==> src/source/regReadPkg.sv <==
`default_nettype none

package regReadPkg;

  localparam int PhysRegs    = 64;
  localparam int ArchRegs    = 32;  // tags below this hold committed state after reset
  localparam int DataWidth   = 32;
  localparam int Checkpoints = 4;

  typedef logic [$clog2(PhysRegs)-1:0]    physTagT;
  typedef logic [DataWidth-1:0]           dataT;
  typedef logic [$clog2(Checkpoints)-1:0] ckptIdT;

  // instruction as it leaves the issue queue
  typedef struct packed {
    logic                   valid;
    logic [Checkpoints-1:0] branchMask;  // one bit per unresolved branch it depends on
    physTagT                src1Tag;
    physTagT                src2Tag;
    physTagT                destTag;
    logic [7:0]             opcode;
    logic [15:0]            immediate;
  } issuePktT;

  typedef struct packed {
    logic    valid;
    physTagT tag;
    dataT    data;
  } bypassPktT;

  typedef struct packed {
    physTagT src1Tag;
    physTagT src2Tag;
  } readReqT;

  typedef struct packed {
    dataT data1;
    dataT data2;
  } readDataT;

  typedef struct packed {
    logic    valid;
    physTagT tag;
  } unmapReqT;

  typedef struct packed {
    logic    valid;
    physTagT tag;
  } wakeupT;

  typedef struct packed {
    logic   valid;
    ckptIdT ckptId;
  } squashT;

  // issue packet with both operands attached
  typedef struct packed {
    logic                   valid;
    logic [Checkpoints-1:0] branchMask;
    physTagT                src1Tag;
    physTagT                src2Tag;
    physTagT                destTag;
    logic [7:0]             opcode;
    logic [15:0]            immediate;
    dataT                   data1;
    dataT                   data2;
  } outPktT;

endpackage

`default_nettype wire

==> src/source/issueFilter.sv <==
`default_nettype none

module issueFilter #(
  parameter int NumLanes = 4
) (
  input  regReadPkg::issuePktT [NumLanes-1:0] issuePkt_i,
  input  regReadPkg::squashT                  squash_i,
  output regReadPkg::issuePktT [NumLanes-1:0] filtered_o,
  output regReadPkg::readReqT  [NumLanes-1:0] readReq_o
);

  logic [NumLanes-1:0] squashHit;  // lane sits behind the mispredicted branch

  // a lane dies when it was issued under the checkpoint that just mispredicted
  always_comb begin
    for (int l = 0; l < NumLanes; l++) begin
      squashHit[l] = squash_i.valid && issuePkt_i[l].branchMask[squash_i.ckptId];
    end
  end

  always_comb begin
    for (int l = 0; l < NumLanes; l++) begin
      filtered_o[l]       = issuePkt_i[l];
      filtered_o[l].valid = issuePkt_i[l].valid && !squashHit[l];
    end
  end

  // the register file is read for every lane, squashed or not
  always_comb begin
    for (int l = 0; l < NumLanes; l++) begin
      readReq_o[l].src1Tag = issuePkt_i[l].src1Tag;
      readReq_o[l].src2Tag = issuePkt_i[l].src2Tag;
    end
  end

endmodule

`default_nettype wire

==> config.mk <==
export PLATFORM = sky130hd
export DESIGN_NAME = issueFilter
export DESIGN_NICKNAME = d
export VERILOG_FILES = /design/src/source/regReadPkg.sv /design/src/source/issueFilter.sv
export SDC_FILE = /design/constraint.sdc
export NUM_CORES = 1
export LEC_CHECK = 0
export ABC_AREA = 1
export BUFFER_PORTS_ARGS = -buffer_cell sky130_fd_sc_hd__clkbuf_2
export CORE_AREA = 2 2 165 167
export DETAILED_ROUTE_END_ITERATION = 7
export DIE_AREA = 0 0 167 169
export PLACE_DENSITY = 0.38
export SLEW_MARGIN = 40
export SYNTH_ARGS = -nofsm -noshare
export SYNTH_HDL_FRONTEND = slang
export SYNTH_SLANG_ARGS = --single-unit
==> constraint.sdc <==
create_clock -name vclk -period 1.05
set_input_delay 0.21 -clock vclk [all_inputs]
set_output_delay 0.21 -clock vclk [all_outputs]
set_load 0.05 [all_outputs]
==> out/summary.txt <==
CRITICAL PATH
-------------------------------------------------------------------------------
Largest fanout of any net on the critical path                                8
Type of element capturing the critical path                          output pin
Peak per-stage delay on the critical path                               0.13 ns
Buffers plus inverters on the worst setup path                                5
Setup CP Type                                                      primary input to output pin
Critical Path Start Type                                           primary input
Largest delay contributor family on the critical path              buffers and inverters
CP max-delay cell                                                  sky130_fd_sc_hd__clkbuf_16
Critical Path RT                                                        0.84 ns
Chain of cells forming the critical path                           clkbuf_16, clkinv_8, buf_12, nand2_2, nand3_1, nand3_2, nand2_1, inv_2, buf_8
Arr. time, crit path                                                    0.97 ns

TIMING
-------------------------------------------------------------------------------
Setup repair after global routing missed its margin                         yes
Fmax                                                                    844 MHz
Final-report setup violation count                                            4
Transition time of the tightest slew-check pin                         0.307 ns
Post-layout worst setup margin                                        -0.135 ns
Final count of hold timing violations                                         0
Final Hold Slack                                                       0.420 ns
Min Clock Period, post-route                                            1.18 ns
Max Transition Viols Final                                                    0
Max-slew headroom at the worst pin                                        79.6%
Post-route fraction of the period consumed by the critical path            113%

GRT
-------------------------------------------------------------------------------
Maximum number of pins on one net before global-route repair                  9
Via count of the first global-routing pass                                  794
Initial antenna violation count                                               0
Global Route Usage Sum                                                    3.52%
First-pass GRT wire length                                              6.78 mm
Grt ovf                                                                       0

DIE
-------------------------------------------------------------------------------
Overall die width                                                        167 um
Vert. Die Dim                                                            169 um
Initial cell density of the core                                          7.21%
Ports                                                                       427
Row cnt                                                                      60
Die Footprint                                                        0.0282 mm2
Standard cell core area                                              0.0265 mm2

DRT
-------------------------------------------------------------------------------
Antenna-violating nets left                                                   0
Routed wire length                                                      5.69 mm
Routed WL per cell                                                      13.2 um
Count of vias placed by the detailed router                                 769
Number of vias per cell after detailed routing                             1.78
First-pass iteration count of the detailed router                             3
Violation count after the first detailed-routing iteration                   20
DRC                                                                           0

RUN
-------------------------------------------------------------------------------
Max Cap Viol                                                                  0

PLACED DESIGN
-------------------------------------------------------------------------------
Port Buf Inserts                                                             43
Pre-CTS WS                                                            -0.477 ns
Final weighted congestion of routability-driven global placement          0.578

YOSYS
-------------------------------------------------------------------------------
Syn Nets                                                                    462
Area share of the largest cell type after synthesis                       91.2%
Synthesis Warnings                                                            0
Most numerous cell in the Yosys netlist                            sky130_fd_sc_hd__buf_4
Fraction of the yosys area taken by sequential cells                         0%
Average instance area after synthesis                                  7.05 um2
Top post-synthesis cells by area                                   sky130_fd_sc_hd__buf_4 (91%), sky130_fd_sc_hd__nand2_1 (3.9%), sky130_fd_sc_hd__nand3_1 (3.1%)
Cell taking the most area after synthesis                          sky130_fd_sc_hd__buf_4
Post-synthesis cell area                                            0.00191 mm2
Library cells used by synthesis                                               6
Gate Count Post-Synth                                                       271
Synth cell count leaders                                           sky130_fd_sc_hd__buf_4 (232), sky130_fd_sc_hd__nand2_1 (20), sky130_fd_sc_hd__nand3_1 (12), sky130_fd_sc_hd__inv_1 (5)

OUTCOME
-------------------------------------------------------------------------------
Violations in the final reports                                    negative setup slack
Outcome                                                            finished, violations left

POWER
-------------------------------------------------------------------------------
Peak supply drop                                                         169 uV
Total power consumption of the routed design                           0.473 mW
Static leakage power                                                   0.404 nW
P per Cell Area                                                      426 mW/mm2

FINAL LAYOUT
-------------------------------------------------------------------------------
Register cell area after layout                                           0 um2
Share of post-route cells with drive strength above 1                     87.8%
Area added between synthesis and finish                                  -41.9%
Inserted Diodes                                                               0
Layout Nets                                                                 283
Final-layout clock buffer total                                               0
Final sequential cell count                                                   0

CLOCK NETWORK
-------------------------------------------------------------------------------
Hold buffers post-CTS                                                         0

MIN PATH
-------------------------------------------------------------------------------
Min-Delay Path Class                                               primary input to output pin

[cell families after synthesis]
family / Yosys count / share of synthesized area, %
buffers and inverters: 239 / 92.9
AND/OR/NAND/NOR: 32 / 7.07
[placed cells by master, fill, tap and decap left out]
cell type / n
sky130_fd_sc_hd__buf_12: 3
sky130_fd_sc_hd__buf_2: 1
sky130_fd_sc_hd__buf_4: 5
sky130_fd_sc_hd__buf_6: 3
sky130_fd_sc_hd__buf_8: 2
sky130_fd_sc_hd__clkbuf_16: 2
sky130_fd_sc_hd__clkbuf_2: 36
sky130_fd_sc_hd__clkinv_8: 1
sky130_fd_sc_hd__clkinvlp_4: 1
sky130_fd_sc_hd__inv_2: 4
sky130_fd_sc_hd__nand2_1: 9
sky130_fd_sc_hd__nand2_2: 7
sky130_fd_sc_hd__nand2_4: 4
sky130_fd_sc_hd__nand3_1: 2
sky130_fd_sc_hd__nand3_2: 8
sky130_fd_sc_hd__nand3_4: 2
[metrics by stage]
| stage | std cells | setup TNS (ns) | util, % | instance area (um2) |
|---|---|---|---|---|
| global placement | 428 | -1.21 | 3.31 | 878 |
| detailed placement | 428 | -1.27 | 3.31 | 878 |
| CTS | 429 | -0.528 | 3.73 | 990 |
| global route | 431 | -0.700 | 4.19 | 1110 |
| floorplan | 271 | -0.131 | - | 1940 |
| finish | 431 | -0.508 | 4.19 | 1110 |
[metal layers]
metal  up-vias  share of wire [%]  global-route usage [%]
met2       194                 41                    5.19
met4         2                 16                    5.32
met3        96                 25                    3.46
li1        229                  -                       -
met1       248                 16                    1.71
met5         -                1.0                    1.74
[where the power goes]
group / total, mW / switching (mW) / internal [mW]
Sequential: 0 / 0 / 0
Clock: 0 / 0 / 0
Combinational: 0.473 / 0.299 / 0.173
[final cells by class]
class                           instances  area, um2
Timing Repair Buffer                   52        397
Inverter                                6       38.8
Multi-Input combinational cell         32        248
Fill cell                            3145      25400
Tap cell                              341        427
[what timing repair did]
| action | CTS | global route |
|---|---|---|
| buffers inserted | 1 | 2 |
| setup endpoints to repair | 4 | 4 |
| pin swaps | 3 | 9 |
| resized for setup | 20 | 28 |
[final timing paths]
path	end	start	cells past startpoint	slack, ns
setup / recovery	filtered_o[187]	squash_i[0]	9	-0.13
hold / removal	filtered_o[10]	issuePkt_i[10]	0	0.42
Note: power is estimated with default switching activity, not from simulation.
