### config.mk
export PLATFORM = sky130hd
export DESIGN_NAME = regReadyTable
export DESIGN_NICKNAME = d
export VERILOG_FILES = /design/src/source/regReadPkg.sv /design/src/source/regReadyTable.sv
export SDC_FILE = /design/constraint.sdc
export NUM_CORES = 1
export LEC_CHECK = 0
export BUFFER_PORTS_ARGS = -buffer_cell sky130_fd_sc_hd__buf_2
export CORE_MARGIN = 1
export CORE_UTILIZATION = 45
export CTS_CLUSTER_SIZE = 14
export DETAILED_ROUTE_END_ITERATION = 7
export PLACE_DENSITY = 0.75
export SYNTH_ARGS = -nofsm -noshare
export SYNTH_HDL_FRONTEND = slang
export SYNTH_SLANG_ARGS = --single-unit
export TNS_END_PERCENT = 100
### constraint.sdc
create_clock -name clk -period 1.6 [get_ports clk]
set_input_delay 0.32 -clock clk [delete_from_list [all_inputs] [get_ports clk]]
set_output_delay 0.32 -clock clk [all_outputs]
set_load 0.05 [all_outputs]
### src/source/regReadPkg.sv
`default_nettype none

package regReadPkg;

  localparam int PhysRegs    = 64;
  localparam int ArchRegs    = 32;  // tags below this hold committed state after reset
  localparam int DataWidth   = 32;
  localparam int Checkpoints = 4;

  typedef logic [$clog2(PhysRegs)-1:0]    physTagT;
  typedef logic [DataWidth-1:0]           dataT;
  typedef logic [$clog2(Checkpoints)-1:0] ckptIdT;

  // instruction as it leaves the issue queue
  typedef struct packed {
    logic                   valid;
    logic [Checkpoints-1:0] branchMask;  // one bit per unresolved branch it depends on
    physTagT                src1Tag;
    physTagT                src2Tag;
    physTagT                destTag;
    logic [7:0]             opcode;
    logic [15:0]            immediate;
  } issuePktT;

  typedef struct packed {
    logic    valid;
    physTagT tag;
    dataT    data;
  } bypassPktT;

  typedef struct packed {
    physTagT src1Tag;
    physTagT src2Tag;
  } readReqT;

  typedef struct packed {
    dataT data1;
    dataT data2;
  } readDataT;

  typedef struct packed {
    logic    valid;
    physTagT tag;
  } unmapReqT;

  typedef struct packed {
    logic    valid;
    physTagT tag;
  } wakeupT;

  typedef struct packed {
    logic   valid;
    ckptIdT ckptId;
  } squashT;

  // issue packet with both operands attached
  typedef struct packed {
    logic                   valid;
    logic [Checkpoints-1:0] branchMask;
    physTagT                src1Tag;
    physTagT                src2Tag;
    physTagT                destTag;
    logic [7:0]             opcode;
    logic [15:0]            immediate;
    dataT                   data1;
    dataT                   data2;
  } outPktT;

endpackage

`default_nettype wire

### src/source/regReadyTable.sv
`default_nettype none

module regReadyTable #(
  parameter int NumLanes = 4
) (
  input  wire                                     clk,
  input  wire                                     rstN_i,
  input  wire                                     exception_i,
  input  regReadPkg::unmapReqT [NumLanes-1:0]     unmap_i,
  input  regReadPkg::wakeupT   [NumLanes-1:0]     wakeup_i,
  output logic [regReadPkg::PhysRegs-1:0]         phyRegRdy_o
);

  localparam int PhysRegs = regReadPkg::PhysRegs;
  localparam int ArchRegs = regReadPkg::ArchRegs;

  // architectural mappings start out ready, the free pool starts not ready
  localparam logic [PhysRegs-1:0] ResetPattern =
    {{(PhysRegs - ArchRegs){1'b0}}, {ArchRegs{1'b1}}};

  logic [PhysRegs-1:0] rdyQ;
  logic [PhysRegs-1:0] rdyNext;

  always_comb begin
    rdyNext = rdyQ;
    for (int l = 0; l < NumLanes; l++) begin
      if (unmap_i[l].valid) begin
        rdyNext[unmap_i[l].tag] = 1'b0;
      end
    end
    // applied second, so a result for a freshly unmapped tag still counts
    for (int l = 0; l < NumLanes; l++) begin
      if (wakeup_i[l].valid) begin
        rdyNext[wakeup_i[l].tag] = 1'b1;
      end
    end
  end

  always_ff @(posedge clk) begin
    if (!rstN_i || exception_i) begin
      rdyQ <= ResetPattern;
    end else begin
      rdyQ <= rdyNext;
    end
  end

  assign phyRegRdy_o = rdyQ;

endmodule

`default_nettype wire

==> results.sh <==
export IMPL_vias=8180
export IMPL_mappedNetlistNets=832
export IMPL_total_power_mw=4.572
export IMPL_start_kind="register"
export IMPL_synthesis_instances=773
export IMPL_cts_htree_levels=3
export IMPL_clock_tree_from_tritoncts="done"
export IMPL_place_gp_congestion=0.9858
export IMPL_pin_count=123
export IMPL_area_growth_syn_to_layout_pct=33.75
export IMPL_yosys_area_share_adder=0
export IMPL_power_density_cell_area_nw_per_um2=584.8
export IMPL_cp_max_fo=2
export IMPL_maxCapViolations=0
export IMPL_ir_worst_vdd_uv=450.4
export IMPL_cp_max_delay_cell="dfxtp_1"
export IMPL_largest_reg_flops=64
export IMPL_worstSetupEndpointType="output pin"
export IMPL_relSlewSlack=0.6165
export IMPL_detail_route_wirelength_um=26480
export IMPL_drcViolationCount=0
export IMPL_cp_cell_sequence="buf_2"
export IMPL_clockPowerShare=0.381
export IMPL_numCtsBuffers=9
export IMPL_synth_seq_area_share=0.2192
export IMPL_diodes=0
export IMPL_worst_setup_hold_path_clk_slew_ns=0.05
export IMPL_final_util=0.6196
export IMPL_avgViaCountPerCell=7.125
export IMPL_synth_mux_area_frac=0
export IMPL_number_of_buffers_inserted_to_repair_setup_after_cts=0
export IMPL_dr_wl_met3_um=3470
export IMPL_criticalPathCategory="register to output pin"
export IMPL_post_synth_instance_area_um2=5846
export IMPL_dp_cells=1133
export IMPL_grt_pass1_vias=7191
export IMPL_synth_simple_gate_area_frac=0.3393
export IMPL_synth_top_family_by_area="compound AO/OA/AOI/OAI gates"
export IMPL_critical_path_n_buffers_inverters=1
export IMPL_grt_first_pass_wirelength_um=39680
export IMPL_synth_lib_cells_used_distinct=41
export IMPL_syn_mean_instance_area_um2=7.562
export IMPL_finalClockSkew_ns=0
export IMPL_ys_async_sr_fraction=0
export IMPL_worst_slack_ns=0.2408
export IMPL_floorplan_initialDensity=0.4632
export IMPL_fp_row_count=41
export IMPL_min_path_type="register to register"
export IMPL_per_cell_routed_wire_length_um=23.06
export IMPL_placed_area_um2=7564
export IMPL_final_period_utilization=0.8495
export IMPL_outcome="finished, final reports clean"
export IMPL_die_area_um2=13450
export IMPL_synth_yosys_warnings=0
export IMPL_antenna_violating_nets_post_route=0
export IMPL_design_final_nets=1031
export IMPL_synthDominantAreaCellType="dfxtp_1"
export IMPL_dp_worst_setup_slack_ns=-0.05330
export IMPL_yosys_most_used_dff="dfxtp_1"
export IMPL_cts_hold_fix_buffers=0
export IMPL_power_switching_share=0.3175
export IMPL_port_buffer_count=122
export IMPL_post_cts_resized_instances=0
export IMPL_die_width_um=116.0
export IMPL_dieHeight_um=116.0
export IMPL_maxUsedRoutingLayer="met4"
export IMPL_grt_overflow_total=0
export IMPL_netlist_area_leader_share=0.2192
export IMPL_total_track_usage=0.3874
export IMPL_grt_max_degree=33
export IMPL_timing_final_crit_period_ns=1.359
export IMPL_synth_edff_count=0
export IMPL_worst_slew_pin_transition_ns=0.5672
export IMPL_slew_viol_final=0
export IMPL_place_hpwl_um=19870
export IMPL_worstSkewPairLatency_ns=0.34
export IMPL_power_switching_mw=1.452
export IMPL_cts_buffer_depth=2
export IMPL_power_share_combinational=0.264
export IMPL_most_common_cell_in_the_netlist="o22ai_1"
export IMPL_met2_wire_length_um=11100
export IMPL_post_synth_xor_area_fraction=0
export IMPL_setup_viol=0
export IMPL_critical_path_arrival_ns=1.04
export IMPL_final_design_area_no_fill_um2=7819
export IMPL_postSynthRegisterBits=64
export IMPL_core_area_um2=12620
export IMPL_drive_gt1_frac=0.3248
export IMPL_final_instance_count_excl_fill=1148
export IMPL_post_synth_main_area_contributors="dfxtp_1 (22%), o22ai_1 (18%), a22oi_1 (5.9%)"
export IMPL_static_leakage_power_nw=2.850
export IMPL_synth_compound_area_share=0.3630
export IMPL_required_ns=1.28
export IMPL_fill_cells=1149
export IMPL_seqPwrFrac=0.355
export IMPL_regToRegSetupSlack_ns=0.54
export IMPL_max_stage_delay_ns=0.40
export IMPL_clkSinkCount=64
export IMPL_synth_commonest_cells="o22ai_1 (168), dfxtp_1 (64), clkbuf_1 (57), a22oi_1 (46), o21ai_0 (45)"
export IMPL_timing_critical_path_max_delay_family="flip-flops"
export IMPL_antenna_found_initial=0
export IMPL_cts_root_buffer_cell="clkbuf_16"
export IMPL_grt_setup_unrepaired="false"
export IMPL_internal_power_contribution_mw=3.121
export IMPL_dr_first_iter_drc_count=1457
export IMPL_hold_violations=0
export IMPL_drt_pre_antenna_iters=6
export IMPL_fmax_mhz=735.7
export IMPL_wl_met1_um=10370
## final cells by class
type,count,area (um2),area share
well taps,172,215.2,0.02752
clock buffers,11,232.7,0.02976
repair buffers,290,1959,0.2506
flip-flops and latches,64,1281,0.1639
clock inverters,4,22.52,0.002880
multi-input cells,607,4108,0.5254
## power groups by stage
stage               clock network (mW)  registers (mW)  logic, mW
finish                            1.74            1.62       1.21
global route                      1.81            1.62       1.26
CTS                               1.74            1.62       1.16
detailed placement                   0            1.66       1.15
global placement                     0            1.66       1.14
floorplan                            0            1.71      0.580
## layout by cell type, fill, tap and decap left out, types with 7 or more instances in the layout
master     instances
o21ai_0           45
o41ai_1           26
nand2_1           27
nor2_1            35
nand3_1           33
dfxtp_1           64
o21ai_1           21
buf_12             7
a211oi_1           8
buf_4            161
nor3_1            34
nand3b_1          24
clkbuf_16          9
nand4_1            8
nand4bb_1         22
nor3b_2            8
o22ai_1          168
and4b_1           12
or3b_1            15
buf_2            122
nand4b_1          24
a22oi_1           46
## kinds of logic after synthesis
group | after synthesis
AOI/OAI and AO/OA | 327
buffers and inverters | 102
DFF | 64
and+or+nand+nor | 280
## routing by layer
metal / global-route usage / vias to the layer above
li1: - / 3583
met1: 0.5121 / 3663
met4: 0.1846 / 0
met2: 0.5917 / 774
met3: 0.08891 / 160
met5: 0.02222 / -
## through the flow
stage / hold WS (ns) / setup TNS (ns)
after detailed placement: 0.4480 / -0.1796
after global routing: 0.4716 / 0
after global placement: 0.4430 / -0.09430
after CTS: 0.4580 / 0
after floorplan: 0.5443 / 0
final: 0.4494 / 0
## path summary, 6_finish.rpt
check,start,endpoint,depth (start not counted)
max,phyRegRdy_o[32]$_SDFF_PP0_,phyRegRdy_o[32],1
max reg2reg,phyRegRdy_o[36]$_SDFF_PP0_,phyRegRdy_o[36]$_SDFF_PP0_,3
min reg2reg,phyRegRdy_o[2]$_SDFF_PP1_,phyRegRdy_o[2]$_SDFF_PP1_,2
min,phyRegRdy_o[2]$_SDFF_PP1_,phyRegRdy_o[2]$_SDFF_PP1_,2
(Power assumes the default switching activity.)
